==> config.mk <==
export PLATFORM = sky130hd
export DESIGN_NAME = l2mem_cfg_regs
export DESIGN_NICKNAME = d
export VERILOG_FILES = /design/src/l2mem_pkg.sv /design/src/l2mem_cfg_regs.sv
export VERILOG_INCLUDE_DIRS = /design/src
export SDC_FILE = /design/constraint.sdc
export NUM_CORES = 1
export LEC_CHECK = 0
export BUFFER_PORTS_ARGS = -buffer_cell sky130_fd_sc_hd__buf_2
export CAP_MARGIN = 15
export CELL_PAD_IN_SITES_DETAIL_PLACEMENT = 2
export CELL_PAD_IN_SITES_GLOBAL_PLACEMENT = 2
export CORE_MARGIN = 2
export CORE_UTILIZATION = 31
export DETAILED_ROUTE_END_ITERATION = 8
export GPL_TIMING_DRIVEN = 0
export PLACE_DENSITY_LB_ADDON = 0.15
export SLEW_MARGIN = 20
export SYNTH_ARGS = -nofsm -noshare
export SYNTH_HDL_FRONTEND = slang
export SYNTH_SLANG_ARGS = --single-unit
==> constraint.sdc <==
create_clock -name i_clk -period 1.73 [get_ports i_clk]
set_input_delay 0.2595 -clock i_clk [delete_from_list [all_inputs] [get_ports i_clk]]
set_output_delay 0.2595 -clock i_clk [all_outputs]
set_load 0.05 [all_outputs]
==> src/l2mem_params.svh <==
`ifndef L2MEM_PARAMS_SVH
`define L2MEM_PARAMS_SVH

// Line width in bits, one byte enable per byte
`define L2MEM_DATA_W 64
`define L2MEM_BE_W (`L2MEM_DATA_W / 8)

// Request address and requester tag
`define L2MEM_ADDR_W 32
`define L2MEM_TAG_W 4
// Tag with the source bit on top
`define L2MEM_XTAG_W (`L2MEM_TAG_W + 1)

// Line array
`define L2MEM_LINES 256
`define L2MEM_LINE_W $clog2(`L2MEM_LINES)

`define L2MEM_RD_LAT 4
`define L2MEM_RESET_BASE 32'h8000_0000

`endif
==> src/l2mem_pkg.sv <==
package l2mem_pkg;

  // Command carried with every line request
  typedef enum logic [0:0] {
    M_XRD = 1'b0,
    M_XWR = 1'b1
  } mem_cmd_t;

  // Word index on the register bus
  typedef enum logic [1:0] {
    REG_CTRL     = 2'd0,
    REG_BASE     = 2'd1,
    REG_ERR_CNT  = 2'd2,
    REG_ERR_ADDR = 2'd3
  } reg_addr_t;

endpackage

==> src/l2mem_cfg_regs.sv <==
`timescale 1ns/1ps
`include "l2mem_params.svh"

module l2mem_cfg_regs (
  input  logic                     i_clk,
  input  logic                     i_reset_n,
  input  logic                     i_wb_cyc,
  input  logic                     i_wb_stb,
  input  logic                     i_wb_we,
  input  logic [1:0]               i_wb_adr,
  input  logic [31:0]              i_wb_dat,
  output logic [31:0]              o_wb_dat,
  output logic                     o_wb_ack,
  input  logic                     i_err_pulse,
  input  logic [`L2MEM_ADDR_W-1:0] i_err_addr,
  output logic                     o_enable,
  output logic [`L2MEM_ADDR_W-1:0] o_base
);

  import l2mem_pkg::*;

  typedef logic [`L2MEM_ADDR_W-1:0] addr_t;

  reg_addr_t   wb_reg;
  logic        wb_req;
  logic        wb_wr;
  logic        enable_q;
  addr_t       base_q;
  logic [31:0] err_cnt_q;
  addr_t       err_addr_q;
  logic [31:0] rd_data;

  assign wb_reg = reg_addr_t'(i_wb_adr);
  // A new access starts only while no ack is pending
  assign wb_req = i_wb_cyc & i_wb_stb & ~o_wb_ack;
  assign wb_wr  = wb_req & i_wb_we;

  always_ff @(posedge i_clk or negedge i_reset_n) begin
    if (!i_reset_n) begin
      o_wb_ack <= 1'b0;
      o_wb_dat <= '0;
    end else begin
      o_wb_ack <= wb_req;
      if (wb_req && !i_wb_we) begin
        o_wb_dat <= rd_data;
      end
    end
  end

  always_comb begin
    rd_data = '0;
    case (wb_reg)
      REG_CTRL:     rd_data = {31'b0, enable_q};
      REG_BASE:     rd_data = 32'(base_q);
      REG_ERR_CNT:  rd_data = err_cnt_q;
      REG_ERR_ADDR: rd_data = 32'(err_addr_q);
      default:      rd_data = '0;
    endcase
  end

  always_ff @(posedge i_clk or negedge i_reset_n) begin
    if (!i_reset_n) begin
      enable_q <= 1'b0;
      base_q   <= addr_t'(`L2MEM_RESET_BASE);
    end else if (wb_wr) begin
      if (wb_reg == REG_CTRL) begin
        enable_q <= i_wb_dat[0];
      end
      if (wb_reg == REG_BASE) begin
        base_q <= addr_t'(i_wb_dat);
      end
    end
  end

  always_ff @(posedge i_clk or negedge i_reset_n) begin
    if (!i_reset_n) begin
      err_cnt_q  <= '0;
      err_addr_q <= '0;
    end else begin
      // Clearing write still counts an error arriving in the same cycle
      if (wb_wr && wb_reg == REG_ERR_CNT) begin
        err_cnt_q <= {31'b0, i_err_pulse};
      end else if (i_err_pulse && err_cnt_q != '1) begin
        err_cnt_q <= err_cnt_q + 32'd1;
      end
      if (i_err_pulse) begin
        err_addr_q <= i_err_addr;
      end
    end
  end

  assign o_enable = enable_q;
  assign o_base   = base_q;

endmodule

## Word level (Yosys, flattened, before mapping)

Cells that the tools add are included.
W data, S select, Z words.

- Bits in registers: 130
- Latch bits: 0
- RAM bits: 0
- ROM bits: 0
- Input port bits: 72
- Memories: 0

- Add/subtract/negate cells: 1
- $mul: 0
- Divide/modulo/power cells: 0
- Magnitude comparators: 0
- Eq/ne operators: 4
- Shifts and indexed selects: 0
- Multiplexer cells: 3
- Bitwise operators: 4
- Reduce and logical (&&, ||, !) cells: 8

Operators by type and width:

| cell | count |
|---|---|
| $pmux W32 S4 | 1 |
| $mux W32 | 2 |
| $add A32 B1 Y32 const B | 1 |
| $ne A32 B32 Y1 const B | 1 |
| $eq A2 B2 Y1 const B | 2 |
| $reduce_and A2 Y1 | 2 |
| $and A1 B1 Y1 | 3 |
| $logic_and A1 B1 Y1 | 3 |
| $eq A2 B1 Y1 const B | 1 |
| $logic_not A2 Y1 | 1 |
| $reduce_bool A2 Y1 | 1 |
| $logic_not A1 Y1 | 1 |
| $not A1 Y1 | 1 |

## Depth between registers and ports, before layout

- Depth after elaboration: 5
- Gate-level depth with buffers: 8

## Worst setup path before layout

OpenSTA, ideal clock, no wires.

- Path kind: reg2reg
- From: register o_wb_ack
- To: register base_q[10] (netlist: o_base[10])
- Setup time: 0.125 ns
- Arrival time: 1.909 ns
- Data required time: 1.605 ns
- Path slack: -0.304 ns
- Cell stages (with the launch flop): 5
- Cell sequence: dfrtp_1 -> nand4b_1 -> nor3b_1 -> buf_2 -> mux2_2

- Longest elaborated chain between the ends: 4

RTL lines:

| what | RTL line | RTL |
|---|---|---|
| start, declared | l2mem_cfg_regs.sv:13 | `output logic o_wb_ack,` |
| start signal, assigned | l2mem_cfg_regs.sv:43 | `o_wb_ack <= wb_req;` |
| $not A1 Y1 | l2mem_cfg_regs.sv:35 | `assign wb_req = i_wb_cyc & i_wb_stb & ~o_wb_ack;` |
| $and A1 B1 Y1 | l2mem_cfg_regs.sv:35 |  |
| $and A1 B1 Y1 | l2mem_cfg_regs.sv:36 | `assign wb_wr = wb_req & i_wb_we;` |
| $reduce_and A2 Y1 (no line) | -- |  |
| end signal, assigned | l2mem_cfg_regs.sv:64 | `` base_q <= addr_t'(`L2MEM_RESET_BASE); `` |
| end signal, assigned | l2mem_cfg_regs.sv:70 | `base_q <= addr_t'(i_wb_dat);` |
| end, declared | l2mem_cfg_regs.sv:28 | `addr_t base_q;` |

Every way passes these cells.
A chain may end at the register's enable or synchronous reset.

## Worst setup path in the final report

- From: register err_cnt_q[14]
- To: register err_cnt_q[17]

- Longest elaborated chain between the ends: 3
- Elaborated cells on any way between the ends: 6
- Classes of those cells: 1 x add/sub; 1 x eq/ne; 2 x mux; 2 x reduce/logical

RTL lines:

| what | RTL line | RTL |
|---|---|---|
| start, declared | l2mem_cfg_regs.sv:29 | `logic [31:0] err_cnt_q;` |
| start signal, assigned | l2mem_cfg_regs.sv:82 | `err_cnt_q <= {31'b0, i_err_pulse};` |
| start signal, assigned | l2mem_cfg_regs.sv:84 | `err_cnt_q <= err_cnt_q + 32'd1;` |
| $add A32 B1 Y32 or $ne A32 B32 Y1 (tied branches) | l2mem_cfg_regs.sv:84, l2mem_cfg_regs.sv:83 |  |
| $mux W32 or $logic_and A1 B1 Y1 (tied branches) | l2mem_cfg_regs.sv:83 | `end else if (i_err_pulse && err_cnt_q != '1) begin` |
| $mux W32 or $reduce_bool A2 Y1 (tied branches) | -- |  |

Several ways; a longest one is shown, not always the timed one. The select of a mux whose other input is x is not followed.

==> results.json <==
{
  "violations": "setup timing",
  "fmaxAchievable_ghz": 0.497,
  "vias_per_cell": 5.11,
  "wl_per_cell_um": 22.4,
  "die_area_mm2": 0.0207,
  "ant_nets": 0,
  "ys_seq_elements": 130,
  "grt_pass1_wl_mm": 33.6,
  "finalSetupViolations": 41,
  "layout_common_cells": "buf_2 (135), dfrtp_1 (109), mux2_2 (67)",
  "ys_types": 45,
  "power.leakage_uw": 0.00398,
  "cp-start-kind": "flop",
  "slew_headroom_pct": 51.9,
  "insertion_delay_ns": 0.43,
  "start_util_pct": 31.3,
  "finalSetupTns_ns": -5.85,
  "antenna_found_initial": 0,
  "nets": 826,
  "ys.flop_type": "dfrtp_1",
  "synthArstFlopShare_pct": 100,
  "cts_tree": "done",
  "routed_wl_mm": 23.0,
  "reg2reg_slack_ns": -0.28,
  "cts_htree_levels": 4,
  "dp_cells": 927,
  "arrival_ns": 2.35,
  "grt_max_degree": 78,
  "period_share_pct": 116,
  "cts_buffers": 17,
  "dr.pass1.iters": 6,
  "clockBufferDepth": 2,
  "die_w_um": 144,
  "path_class": "reg -> reg",
  "p_per_area_mw_per_mm2": 1180,
  "syn_inst": 526,
  "first_iter_violations": 177,
  "boundaryPins": 138,
  "synth-seq-area-share_pct": 53.8,
  "hp-class": "in -> reg",
  "grt_pass1_vias": 5782,
  "syn_area_mm2": 0.00605,
  "slowest_stage": "dfrtp_2",
  "rsz0062_at_grt": "yes",
  "synth_nets": 599,
  "required_ns": 2.07,
  "coreArea_mm2": 0.0193,
  "path_common_cell": "buf_6",
  "drc": 0,
  "overflow": 0,
  "synth-edff-count": 0,
  "cts_num_sinks": 130,
  "slew_viol_final": 0,
  "gp_congestion": 0.778,
  "areaGrowthSynthToFinish_pct": 47.6,
  "die_h_um": 144,
  "setup_slack_ns": -0.282,
  "layout.cells.non_filler": 1028,
  "peakVddDrop_mv": 0.698,
  "row_count": 51,
  "slowest_delay_ns": 0.41,
  "worstPathCellList": "buf_6 -> nand4_1 -> nor4_4 -> and4_1 -> buf_6 -> clkbuf_16 -> o21ai_1 -> a21oi_1",
  "io_buffers": 135,
  "grt.total_usage_pct": 21.6,
  "fin_worst_skew_ns": 0.00581,
  "cts_root_buf": "clkbuf_16",
  "utilization_pct": 46.2,
  "fillCellCount": 1958,
  "status": "finished, violations left",
  "period_minus_slack_ns": 2.01,
  "diodes": 0,
  "hold_violations": 0,
  "layout_commonest_cell": "buf_2",
  "hpwl_mm": 13.8,
  "drive_gt1_share_pct": 57.5,
  "synth-warning-count": 0,
  "worst_slew_pin_slew_ns": 0.722,
  "num_vias": 5251,
  "worstSetupEndpointType": "flop",
  "path_clk_slew_ns": 0.06,
  "avgSynthCellArea_um2": 11.5,
  "drv_cap": 0,
  "cp_max_fo": 7
}
routing by layer:
metal	global-route usage (%)	part of all wire [%]	wire length, µm
met1	27.4	43	9940
met2	38.2	53	12200
met3	4.13	2.6	609
met4	4.64	1.2	284
met5	0	0	0
logic make-up (layout without fill, tap and decap cells):
kind of cell    Yosys count  in the layout  share of synthesized area (%)
fa+ha+maj                 1              1                          0.207
xor+xnor                 11             11                           1.59
mux                      98             98                           18.4
simple gates            144            144                           12.7
compound gates          107            108                           10.7
flops                   130            130                           53.8
buf+inv                  35            271                           2.56
metrics by stage:
stage	power [µW]	setup slack, ns	instance area, µm²	hold slack (ns)
detailed placement	6750	-0.570	7260	0.216
global placement	6630	-1.79	7210	0.436
finish	10500	-0.282	8930	0.0596
CTS	10500	-0.230	8550	0.0515
floorplan	5920	-0.168	6210	-0.0361
global route	10900	-0.377	8930	0.0479
critical path: cells and delay by family (launching register included):
family | cells | cell delay, ns
AND/OR/NAND/NOR | 3 | 0.81
AO/OA/AOI/OAI | 2 | 0.23
buffers and inverters | 3 | 0.46
flip-flops | 1 | 0.41
state kept, by name, summed over array words and instances, names as in the netlist:
name        cells
err_cnt_q      32
o_enable        1
o_wb_ack        1
o_base         32
o_wb_dat       32
err_addr_q     32
Yosys cell counts, types with 2 or more instances:
master    number  area [µm²]
dfrtp_1      129        3230
mux2_2        97        1090
a21oi_1       51         255
nor2_1        49         184
a22oi_1       31         233
clkbuf_1      20        75.1
nand2_1       17        63.8
o21ai_0       16        80.1
or3_1         16         100
nand4_1       14        87.6
nand3_1       12        60.1
xnor2_1        8        70.1
buf_2          7        35.0
and3_1         5        31.3
and4_1         4        35.0
buf_1          4        15.0
nor3_1         4        20.0
nor4_1         4        25.0
and2_1         3        18.8
or4_1          3        22.5
xor2_1         3        26.3
a211oi_1       2        15.0
a31o_2         2        17.5
buf_4          2        15.0
nor3_2         2        20.0
nor3b_1        2        15.0
what timing repair did:
item | CTS | global route
gates resized for setup | 82 | 66
cloned | 4 | 1
setup endpoints to repair | 95 | 83
pin swaps | 20 | 43
endpoints found under the hold margin | 53 | 0
hold buffers | 1 | 0
buffers inserted | 47 | 23
worst paths after layout:
check,from,to,cells after the start
hold / removal,i_wb_dat[9],o_base[9],2
min in group asynchronous,i_reset_n,o_base[26],2
max in group asynchronous,i_reset_n,o_base[31],3
hold reg to reg,err_addr_q[15],err_addr_q[15],1
setup / recovery,err_cnt_q[14],err_cnt_q[17],8
setup reg to reg,err_cnt_q[14],err_cnt_q[17],8
area by class of cell:
type                    count  area [µm²]  area share, %
flip-flops and latches    130        3280           36.7
multi-input cells         362        3130           35.0
repair buffers            210        1380           15.5
clock buffers              24         492           5.50
well taps                 265         332           3.71
plain buffers              31         240           2.69
clock inverters             5        77.6          0.868
inverters                   1        3.75         0.0420
power breakdown:
group / internal (µW) / switching [µW]
Sequential: 3530 / 355
Combinational: 986 / 2030
Clock: 2250 / 1360
Total: 6760 / 3740
No activity file was read; power rests on OpenSTA's default activity.
