<file path="src/l2mem_params.svh">
`ifndef L2MEM_PARAMS_SVH
`define L2MEM_PARAMS_SVH

// Line width in bits, one byte enable per byte
`define L2MEM_DATA_W 64
`define L2MEM_BE_W (`L2MEM_DATA_W / 8)

// Request address and requester tag
`define L2MEM_ADDR_W 32
`define L2MEM_TAG_W 4
// Tag with the source bit on top
`define L2MEM_XTAG_W (`L2MEM_TAG_W + 1)

// Line array
`define L2MEM_LINES 256
`define L2MEM_LINE_W $clog2(`L2MEM_LINES)

`define L2MEM_RD_LAT 4
`define L2MEM_RESET_BASE 32'h8000_0000

`endif
</file>
<file path="src/l2mem_pkg.sv">
package l2mem_pkg;

  // Command carried with every line request
  typedef enum logic [0:0] {
    M_XRD = 1'b0,
    M_XWR = 1'b1
  } mem_cmd_t;

  // Word index on the register bus
  typedef enum logic [1:0] {
    REG_CTRL     = 2'd0,
    REG_BASE     = 2'd1,
    REG_ERR_CNT  = 2'd2,
    REG_ERR_ADDR = 2'd3
  } reg_addr_t;

endpackage

</file>
<file path="src/l2mem_port_mux.sv">
`timescale 1ns/1ps
`include "l2mem_params.svh"

module l2mem_port_mux (
  input  logic                     i_clk,
  input  logic                     i_reset_n,
  input  logic                     i_enable,
  input  logic [`L2MEM_ADDR_W-1:0] i_base,

  // Instruction-cache port
  input  logic                     i_ic_req_valid,
  input  l2mem_pkg::mem_cmd_t      i_ic_req_cmd,
  input  logic [`L2MEM_ADDR_W-1:0] i_ic_req_addr,
  input  logic [`L2MEM_TAG_W-1:0]  i_ic_req_tag,
  input  logic [`L2MEM_DATA_W-1:0] i_ic_req_data,
  input  logic [`L2MEM_BE_W-1:0]   i_ic_req_byte_en,
  output logic                     o_ic_req_ready,
  output logic                     o_ic_resp_valid,
  output logic [`L2MEM_TAG_W-1:0]  o_ic_resp_tag,
  output logic [`L2MEM_DATA_W-1:0] o_ic_resp_data,
  output logic                     o_ic_resp_err,
  input  logic                     i_ic_resp_ready,

  // Data-cache port
  input  logic                     i_dc_req_valid,
  input  l2mem_pkg::mem_cmd_t      i_dc_req_cmd,
  input  logic [`L2MEM_ADDR_W-1:0] i_dc_req_addr,
  input  logic [`L2MEM_TAG_W-1:0]  i_dc_req_tag,
  input  logic [`L2MEM_DATA_W-1:0] i_dc_req_data,
  input  logic [`L2MEM_BE_W-1:0]   i_dc_req_byte_en,
  output logic                     o_dc_req_ready,
  output logic                     o_dc_resp_valid,
  output logic [`L2MEM_TAG_W-1:0]  o_dc_resp_tag,
  output logic [`L2MEM_DATA_W-1:0] o_dc_resp_data,
  output logic                     o_dc_resp_err,
  input  logic                     i_dc_resp_ready,

  // Line RAM side
  output logic                     o_ram_req_valid,
  output l2mem_pkg::mem_cmd_t      o_ram_req_cmd,
  output logic [`L2MEM_LINE_W-1:0] o_ram_req_line,
  output logic [`L2MEM_XTAG_W-1:0] o_ram_req_tag,
  output logic                     o_ram_req_err,
  output logic [`L2MEM_DATA_W-1:0] o_ram_req_data,
  output logic [`L2MEM_BE_W-1:0]   o_ram_req_byte_en,
  input  logic                     i_ram_req_ready,
  input  logic                     i_ram_resp_valid,
  input  logic [`L2MEM_XTAG_W-1:0] i_ram_resp_tag,
  input  logic [`L2MEM_DATA_W-1:0] i_ram_resp_data,
  input  logic                     i_ram_resp_err,
  output logic                     o_ram_resp_ready,

  output logic                     o_err_pulse,
  output logic [`L2MEM_ADDR_W-1:0] o_err_addr
);

  localparam int OFFS_W = $clog2(`L2MEM_BE_W);

  logic                     rr_dc;
  logic                     grant_ic;
  logic                     grant_dc;
  logic                     req_fire;
  logic [`L2MEM_ADDR_W-1:0] sel_addr;
  logic [`L2MEM_ADDR_W-1:0] offset;
  logic [`L2MEM_ADDR_W-1:0] line_pos;
  logic                     out_of_region;
  logic                     resp_src;

  // Pointer only decides when both ports ask at once
  assign grant_ic = i_ic_req_valid & (~i_dc_req_valid | ~rr_dc);
  assign grant_dc = i_dc_req_valid & (~i_ic_req_valid | rr_dc);

  assign o_ic_req_ready = i_enable & i_ram_req_ready & grant_ic;
  assign o_dc_req_ready = i_enable & i_ram_req_ready & grant_dc;

  assign o_ram_req_valid = i_enable & (grant_ic | grant_dc);
  assign req_fire        = o_ram_req_valid & i_ram_req_ready;

  // After a grant the other port gets priority
  always_ff @(posedge i_clk or negedge i_reset_n) begin
    if (!i_reset_n) begin
      rr_dc <= 1'b0;
    end else if (req_fire) begin
      rr_dc <= grant_ic;
    end
  end

  assign sel_addr = grant_dc ? i_dc_req_addr : i_ic_req_addr;
  assign offset   = sel_addr - i_base;
  assign line_pos = offset >> OFFS_W;
  // Below the base the subtraction wraps, so check that case on its own
  assign out_of_region = (sel_addr < i_base) || (line_pos >= `L2MEM_LINES);

  assign o_ram_req_cmd     = grant_dc ? i_dc_req_cmd : i_ic_req_cmd;
  assign o_ram_req_line    = line_pos[`L2MEM_LINE_W-1:0];
  assign o_ram_req_tag     = grant_dc ? {1'b1, i_dc_req_tag} : {1'b0, i_ic_req_tag};
  assign o_ram_req_err     = out_of_region;
  assign o_ram_req_data    = grant_dc ? i_dc_req_data : i_ic_req_data;
  assign o_ram_req_byte_en = grant_dc ? i_dc_req_byte_en : i_ic_req_byte_en;

  assign o_err_pulse = req_fire & out_of_region;
  assign o_err_addr  = sel_addr;

  // Top tag bit names the port that owns the response
  assign resp_src = i_ram_resp_tag[`L2MEM_TAG_W];

  assign o_ic_resp_valid = i_ram_resp_valid & ~resp_src;
  assign o_ic_resp_tag   = i_ram_resp_tag[`L2MEM_TAG_W-1:0];
  assign o_ic_resp_data  = i_ram_resp_data;
  assign o_ic_resp_err   = i_ram_resp_err;

  assign o_dc_resp_valid = i_ram_resp_valid & resp_src;
  assign o_dc_resp_tag   = i_ram_resp_tag[`L2MEM_TAG_W-1:0];
  assign o_dc_resp_data  = i_ram_resp_data;
  assign o_dc_resp_err   = i_ram_resp_err;

  assign o_ram_resp_ready = resp_src ? i_dc_resp_ready : i_ic_resp_ready;

endmodule

</file>
<file path="config.mk">
export PLATFORM = sky130hd
export DESIGN_NAME = l2mem_port_mux
export DESIGN_NICKNAME = d
export VERILOG_FILES = /design/src/l2mem_pkg.sv /design/src/l2mem_port_mux.sv
export VERILOG_INCLUDE_DIRS = /design/src
export SDC_FILE = /design/constraint.sdc
export NUM_CORES = 1
export LEC_CHECK = 0
export BUFFER_PORTS_ARGS = -buffer_cell sky130_fd_sc_hd__buf_2
export CAP_MARGIN = 5
export CORE_AREA = 2 2 228 230
export DETAILED_ROUTE_END_ITERATION = 7
export DIE_AREA = 0 0 230 232
export PLACE_DENSITY = 0.3
export RECOVER_POWER = 50
export SYNTH_ARGS = -nofsm -noshare
export SYNTH_HDL_FRONTEND = slang
export SYNTH_SLANG_ARGS = --single-unit
</file>
<file path="constraint.sdc">
create_clock -name i_clk -period 12.34 [get_ports i_clk]
set_input_delay 1.234 -clock i_clk [delete_from_list [all_inputs] [get_ports i_clk]]
set_output_delay 1.234 -clock i_clk [all_outputs]
set_load 0.02 [all_outputs]
</file>
# Word level (Yosys, flattened, before mapping)
# Index checks and enable logic that the tools add are counted.
dict set report op_classes {
  add_sub_neg 1
  order_cmp 2
  n_mux 6
  n_bitwise 17
  n_reduce_logical 1
}
# cell n
set ops {}
lappend ops {{two-way mux 64 bit} 1}
lappend ops {{< comparator 32 bit} 1}
lappend ops {{two-way mux 32 bit} 1}
lappend ops {{subtractor 32 bit} 1}
lappend ops {{greater-or-equal comparator 29 x 9 -> 1 bit, second input constant} 1}
lappend ops {{AND 1 bit} 10}
lappend ops {{two-way mux 8 bit} 1}
lappend ops {{two-way mux 5 bit} 1}
lappend ops {{NOT 1 bit} 4}
lappend ops {{OR 1 bit} 3}
lappend ops {{two-way mux 1 bit} 2}
lappend ops {{logical OR 1 bit} 1}
dict set report totals {
  reg_bits 1
  inputBits 329
  out_inout_bits 264
  wordCells 28
}

# Depth between registers and ports, before layout
dict set report depth {
  depth_word 8
  depth_mapped 16
  ltp_nobuf 14
}

# Least setup slack after synthesis
# Ideal clock, no wire load.
dict set report synth_path {
  kind {input to output}
  from {input i_dc_req_valid}
  to {output o_err_pulse}
  arrival_ns 4.881
  required_ns 11.106
  slack_ns 6.225
  stages 15
  path_buffers 3
  path_cell_list {buf_4 > nand2_1 > clkbuf_1 > clkbuf_1 > mux2_2 > ha_1 > nand2_1 > a211o_1 > nand3_2 > o21ai_0 > xnor2_1 > a2111oi_0 > a211o_2 > nor4_1 > a21oi_1}
}
dict set report synth_between {
  word_cells_on_any_way 13
  classes_between {add/sub (1); order compare (2); mux (1); bitwise (8); reduce/logical (1)}
}
# element line
set synth_lines {}
lappend synth_lines {{from (decl)} l2mem_port_mux.sv:25} ;# input logic i_dc_req_valid,
lappend synth_lines {{AND 1 bit} l2mem_port_mux.sv:71} ;# assign grant_dc = i_dc_req_valid & (~i_ic_req_valid | rr_dc);
lappend synth_lines {{two-way mux 32 bit} l2mem_port_mux.sv:88} ;# assign sel_addr = grant_dc ? i_dc_req_addr : i_ic_req_addr;
lappend synth_lines {{via o_err_addr[5]} l2mem_port_mux.sv:54} ;# output logic [`L2MEM_ADDR_W-1:0] o_err_addr
lappend synth_lines {{subtractor 32 bit} l2mem_port_mux.sv:89} ;# assign offset = sel_addr - i_base;
lappend synth_lines {{via o_ram_req_line[7]} l2mem_port_mux.sv:41} ;# output logic [`L2MEM_LINE_W-1:0] o_ram_req_line,
lappend synth_lines {{greater-or-equal comparator 29 x 9 -> 1 bit (no source line)} n/a}
lappend synth_lines {{logical OR 1 bit} l2mem_port_mux.sv:92} ;# assign out_of_region = (sel_addr < i_base) || (line_pos >= `L2MEM_LINES);
lappend synth_lines {{AND 1 bit} l2mem_port_mux.sv:101} ;# assign o_err_pulse = req_fire & out_of_region;
lappend synth_lines {{to (decl)} l2mem_port_mux.sv:53} ;# output logic o_err_pulse,
# The timed path passes the listed nets, and every way through them passes these cells.

# Final worst setup path
dict set report layout_path {
  from {input i_ic_req_valid}
  to {output o_err_pulse}
}
dict set report layout_between {
  elab_chain_cells 8
  word_cells_on_any_way 13
  classes_between {add/sub (1); order compare (2); mux (1); bitwise (8); reduce/logical (1)}
}
# element line
set layout_lines {}
lappend layout_lines {{from (decl)} l2mem_port_mux.sv:11} ;# input logic i_ic_req_valid,
lappend layout_lines {{NOT 1 bit} l2mem_port_mux.sv:71}
lappend layout_lines {{OR 1 bit} l2mem_port_mux.sv:71}
lappend layout_lines {{AND 1 bit} l2mem_port_mux.sv:71}
lappend layout_lines {{two-way mux 32 bit} l2mem_port_mux.sv:88}
lappend layout_lines {{subtractor 32 bit} l2mem_port_mux.sv:89}
lappend layout_lines {{greater-or-equal comparator 29 x 9 -> 1 bit (no source line)} n/a}
lappend layout_lines {{logical OR 1 bit} l2mem_port_mux.sv:92}
lappend layout_lines {{AND 1 bit (*)} l2mem_port_mux.sv:101}
# Mark *: on every way between the ends. The rest lies on a longest branch, timed or not.

==> qor.yml <==
cp_max_fo: 34
drt-total-wl_mm: 30.9
gp_congestion: 0.795
cts_setup_buffers: 0
synthArstFlopShare_pct: 100
drt-vias-per-instance: 3.44
die_x_um: 230
p_leak_nw: 2.98
fin_skew_ns: 0
wl_per_cell_um: 20.3
synth_nets: 984
swShare_pct: 61.8
cp_data_required_time_ns: 11.11
fin_nets: 1206
syn_area_mm2: 0.00466
netlist_top_cells_area: "mux2_2, buf_4, ha_1"
grt_usage_pct: 10.8
tightest_slew_ns: 1.03
post-route-period-util_pct: 63.4
fmax_mhz: 128
ir_worst_vdd_uv: 20.9
remaining_drc_errors: 0
ys_ff_latch: 1
crit_type: "in2out"
antenna_found_initial: 4
yosysSeqAreaShare_pct: 0.537
syn_area_per_cell_um2: 7.46
fp.dieH_um: 232
layout_min_cycle_time_ns: 7.83
crit_end: "o_err_pulse"
timing.critical_path.from: "i_ic_req_valid"
grt_pass1_wl_mm: 40.8
syn_inst: 624
reg_top3: "rr_dc: 1 flops"
diodes: 0
yosysWarnings: 0
clk_pin_slew_ns: 0
regMostFlops: "rr_dc"
status: "completed"
dp_hpwl_mm: 28.5
antenna_left: 0
synth_cell_types: 70
r2r-start: "rr_dc"
core-area_mm2: 0.0509
setup_viol: 0
power.combinational.fraction_pct: 98.9
area_delta_synth_final_pct: 35.0
grt_overflow_total: 0
initialDrtViolationCount: 233
fin_tns_setup_ns: 0
synth-edff-count: 0
p_sw_uw: 277
powerDensity_mw_per_mm2: 71.4
setup_ws_ns: 4.51
finalHoldViolCount: 0
power_frac_seq_pct: 1.1
grt_max_degree: 51
cts-hold-fix-buffers: 0
synth_top_area_share_pct: 26.4
num_vias: 5238
fp-row-count: 83
ios: 593
cts_resized: 0
dp_slack_ns: 4.24
cap_violations: 0
largest_reg_flops: 1
start_util_pct: 9.15
p_int_uw: 172
slew_viol_final: 0
crit_arrival_ns: 6.59
synth.largest_area_cell: "mux2_2"
first_global_vias: 5401
firstDrtPassIters: 4
start_kind: "input port"
reg2reg_depth: 2
end_kind: "output pin"
rsz0062_at_grt: "no"
power_frac_clock_pct: 0
rrSetupSlack_ns: 11.60
dieArea_mm2: 0.0534
r2r-end: "rr_dc"
worst_skew_pair.late_latency_ns: 0
drive_gt1_share_pct: 61.0
io_buffers: 385
fin_hold_ws_ns: 0.556
synthFlopType: "dfrtp_1"
hp-class: "reg2reg"
maxSlewHeadroom_pct: 29.6
-- power by group through the flow --
stage	sequential [mW]	combinational, mW	clock, mW
after floorplan	0.00487	0.334	0
after global placement	0.00504	0.457	0
after detailed placement	0.00508	0.453	0
after CTS	0.00508	0.456	0
after global routing	0.00531	0.482	0
final	0.00506	0.444	0
-- per-layer routing --
layer | GRT usage, % | up-vias | routed length [um] | share of wire (%)
li1 | - | 2524 | - | -
met1 | 12.3 | 2336 | 11900 | 39
met2 | 20.8 | 358 | 16300 | 53
met3 | 2.73 | 14 | 2330 | 7.5
met4 | 0.685 | 6 | 243 | 0.79
met5 | 0 | - | 37 | 0.12
-- cells in the mapped netlist, types with 2 or more instances --
| cell type | instances |
|---|---|
| a2111oi_0 | 3 |
| a211o_2 | 2 |
| a211oi_1 | 5 |
| a21o_1 | 7 |
| a21oi_1 | 39 |
| a21oi_2 | 4 |
| a31oi_1 | 3 |
| and2_1 | 2 |
| and2b_2 | 2 |
| and3_1 | 3 |
| buf_1 | 2 |
| buf_4 | 140 |
| clkbuf_1 | 22 |
| ha_1 | 31 |
| inv_1 | 41 |
| mux2_2 | 109 |
| mux2i_1 | 4 |
| nand2_1 | 41 |
| nand3_1 | 7 |
| nand4_1 | 14 |
| nor2_1 | 20 |
| nor2b_1 | 3 |
| nor3_1 | 9 |
| nor4_1 | 3 |
| o211ai_1 | 11 |
| o21a_1 | 3 |
| o21ai_0 | 25 |
| o21ai_1 | 5 |
| o21ai_2 | 2 |
| o21bai_1 | 3 |
| or3_1 | 4 |
| xnor2_1 | 9 |
| xor2_1 | 9 |
-- stage by stage --
stage | util, % | power [mW] | cell area [um2] | cells
4_1_cts | 12.4 | 0.461 | 6290 | 1524
6_report | 12.4 | 0.449 | 6290 | 1524
3_5_place_dp | 12.4 | 0.459 | 6290 | 1524
2_1_floorplan | - | 0.338 | 4660 | 624
3_3_place_gp | 12.4 | 0.462 | 6290 | 1524
5_1_grt | 12.4 | 0.487 | 6290 | 1524
-- worst max-delay path, cell delays in order --
cell and delay (ns):
clkbuf_1 0.15, nand2b_4 0.13, nand2_4 0.30, inv_2 0.71, mux2_2 0.42, ha_1 0.48
nand2_1 0.19, nor2_1 0.23, nand4_1 0.15, a2111oi_1 0.74, nor2_1 0.20, xnor2_1 0.17
a211o_2 0.27, nor4_1 0.82, a21oi_1 0.14, buf_2 0.21
-- cells by family (layout without fill, tap and decap cells) --
group / count (synthesis) / in the layout / share of synthesized area (%)
fa+ha+maj: 31 / 31 / 8.33
xor+xnor: 18 / 18 / 3.39
flops: 1 / 1 / 0.537
simple gates: 117 / 117 / 12.7
compound gates: 136 / 136 / 19.6
mux: 113 / 113 / 27.2
buf+inv: 208 / 428 / 28.3
-- final cells by class --
type                            instances  area [um2]
Multi-Input combinational cell        415        3320
Sequential cell                         1        25.0
Tap cell                              680         851
Timing Repair Buffer                  386        1930
Fill cell                            6037       44600
Inverter                               42         158
-- layout by cell type, fill, tap and decap left out, types with 3 or more instances in the layout --
cell,instances
or3_1,4
ha_1,31
xnor2_1,9
xor2_1,9
mux2_2,109
nor4_1,3
nand4_1,14
nand3_1,7
and3_1,3
inv_1,41
nor3_1,9
o211ai_1,11
nand2_1,40
nor2b_1,3
a31oi_1,3
a211oi_1,5
o21ai_1,5
o21bai_1,3
o21ai_0,25
nor2_1,20
o21a_1,3
mux2i_1,4
a2111oi_0,3
a21oi_2,4
a21o_1,7
buf_2,383
a21oi_1,39
-- how the worst min path moves through the flow --
stage	startpoint	endpoint	slack (ns)	cells after the start
after floorplan	rr_dc	rr_dc	0.52	1
after global placement	rr_dc	rr_dc	0.56	1
after detailed placement	rr_dc	rr_dc	0.56	1
after CTS	rr_dc	rr_dc	0.56	1
after global routing	rr_dc	rr_dc	0.59	1
final	rr_dc	rr_dc	0.56	1
Power figures use the tool's default switching activity.
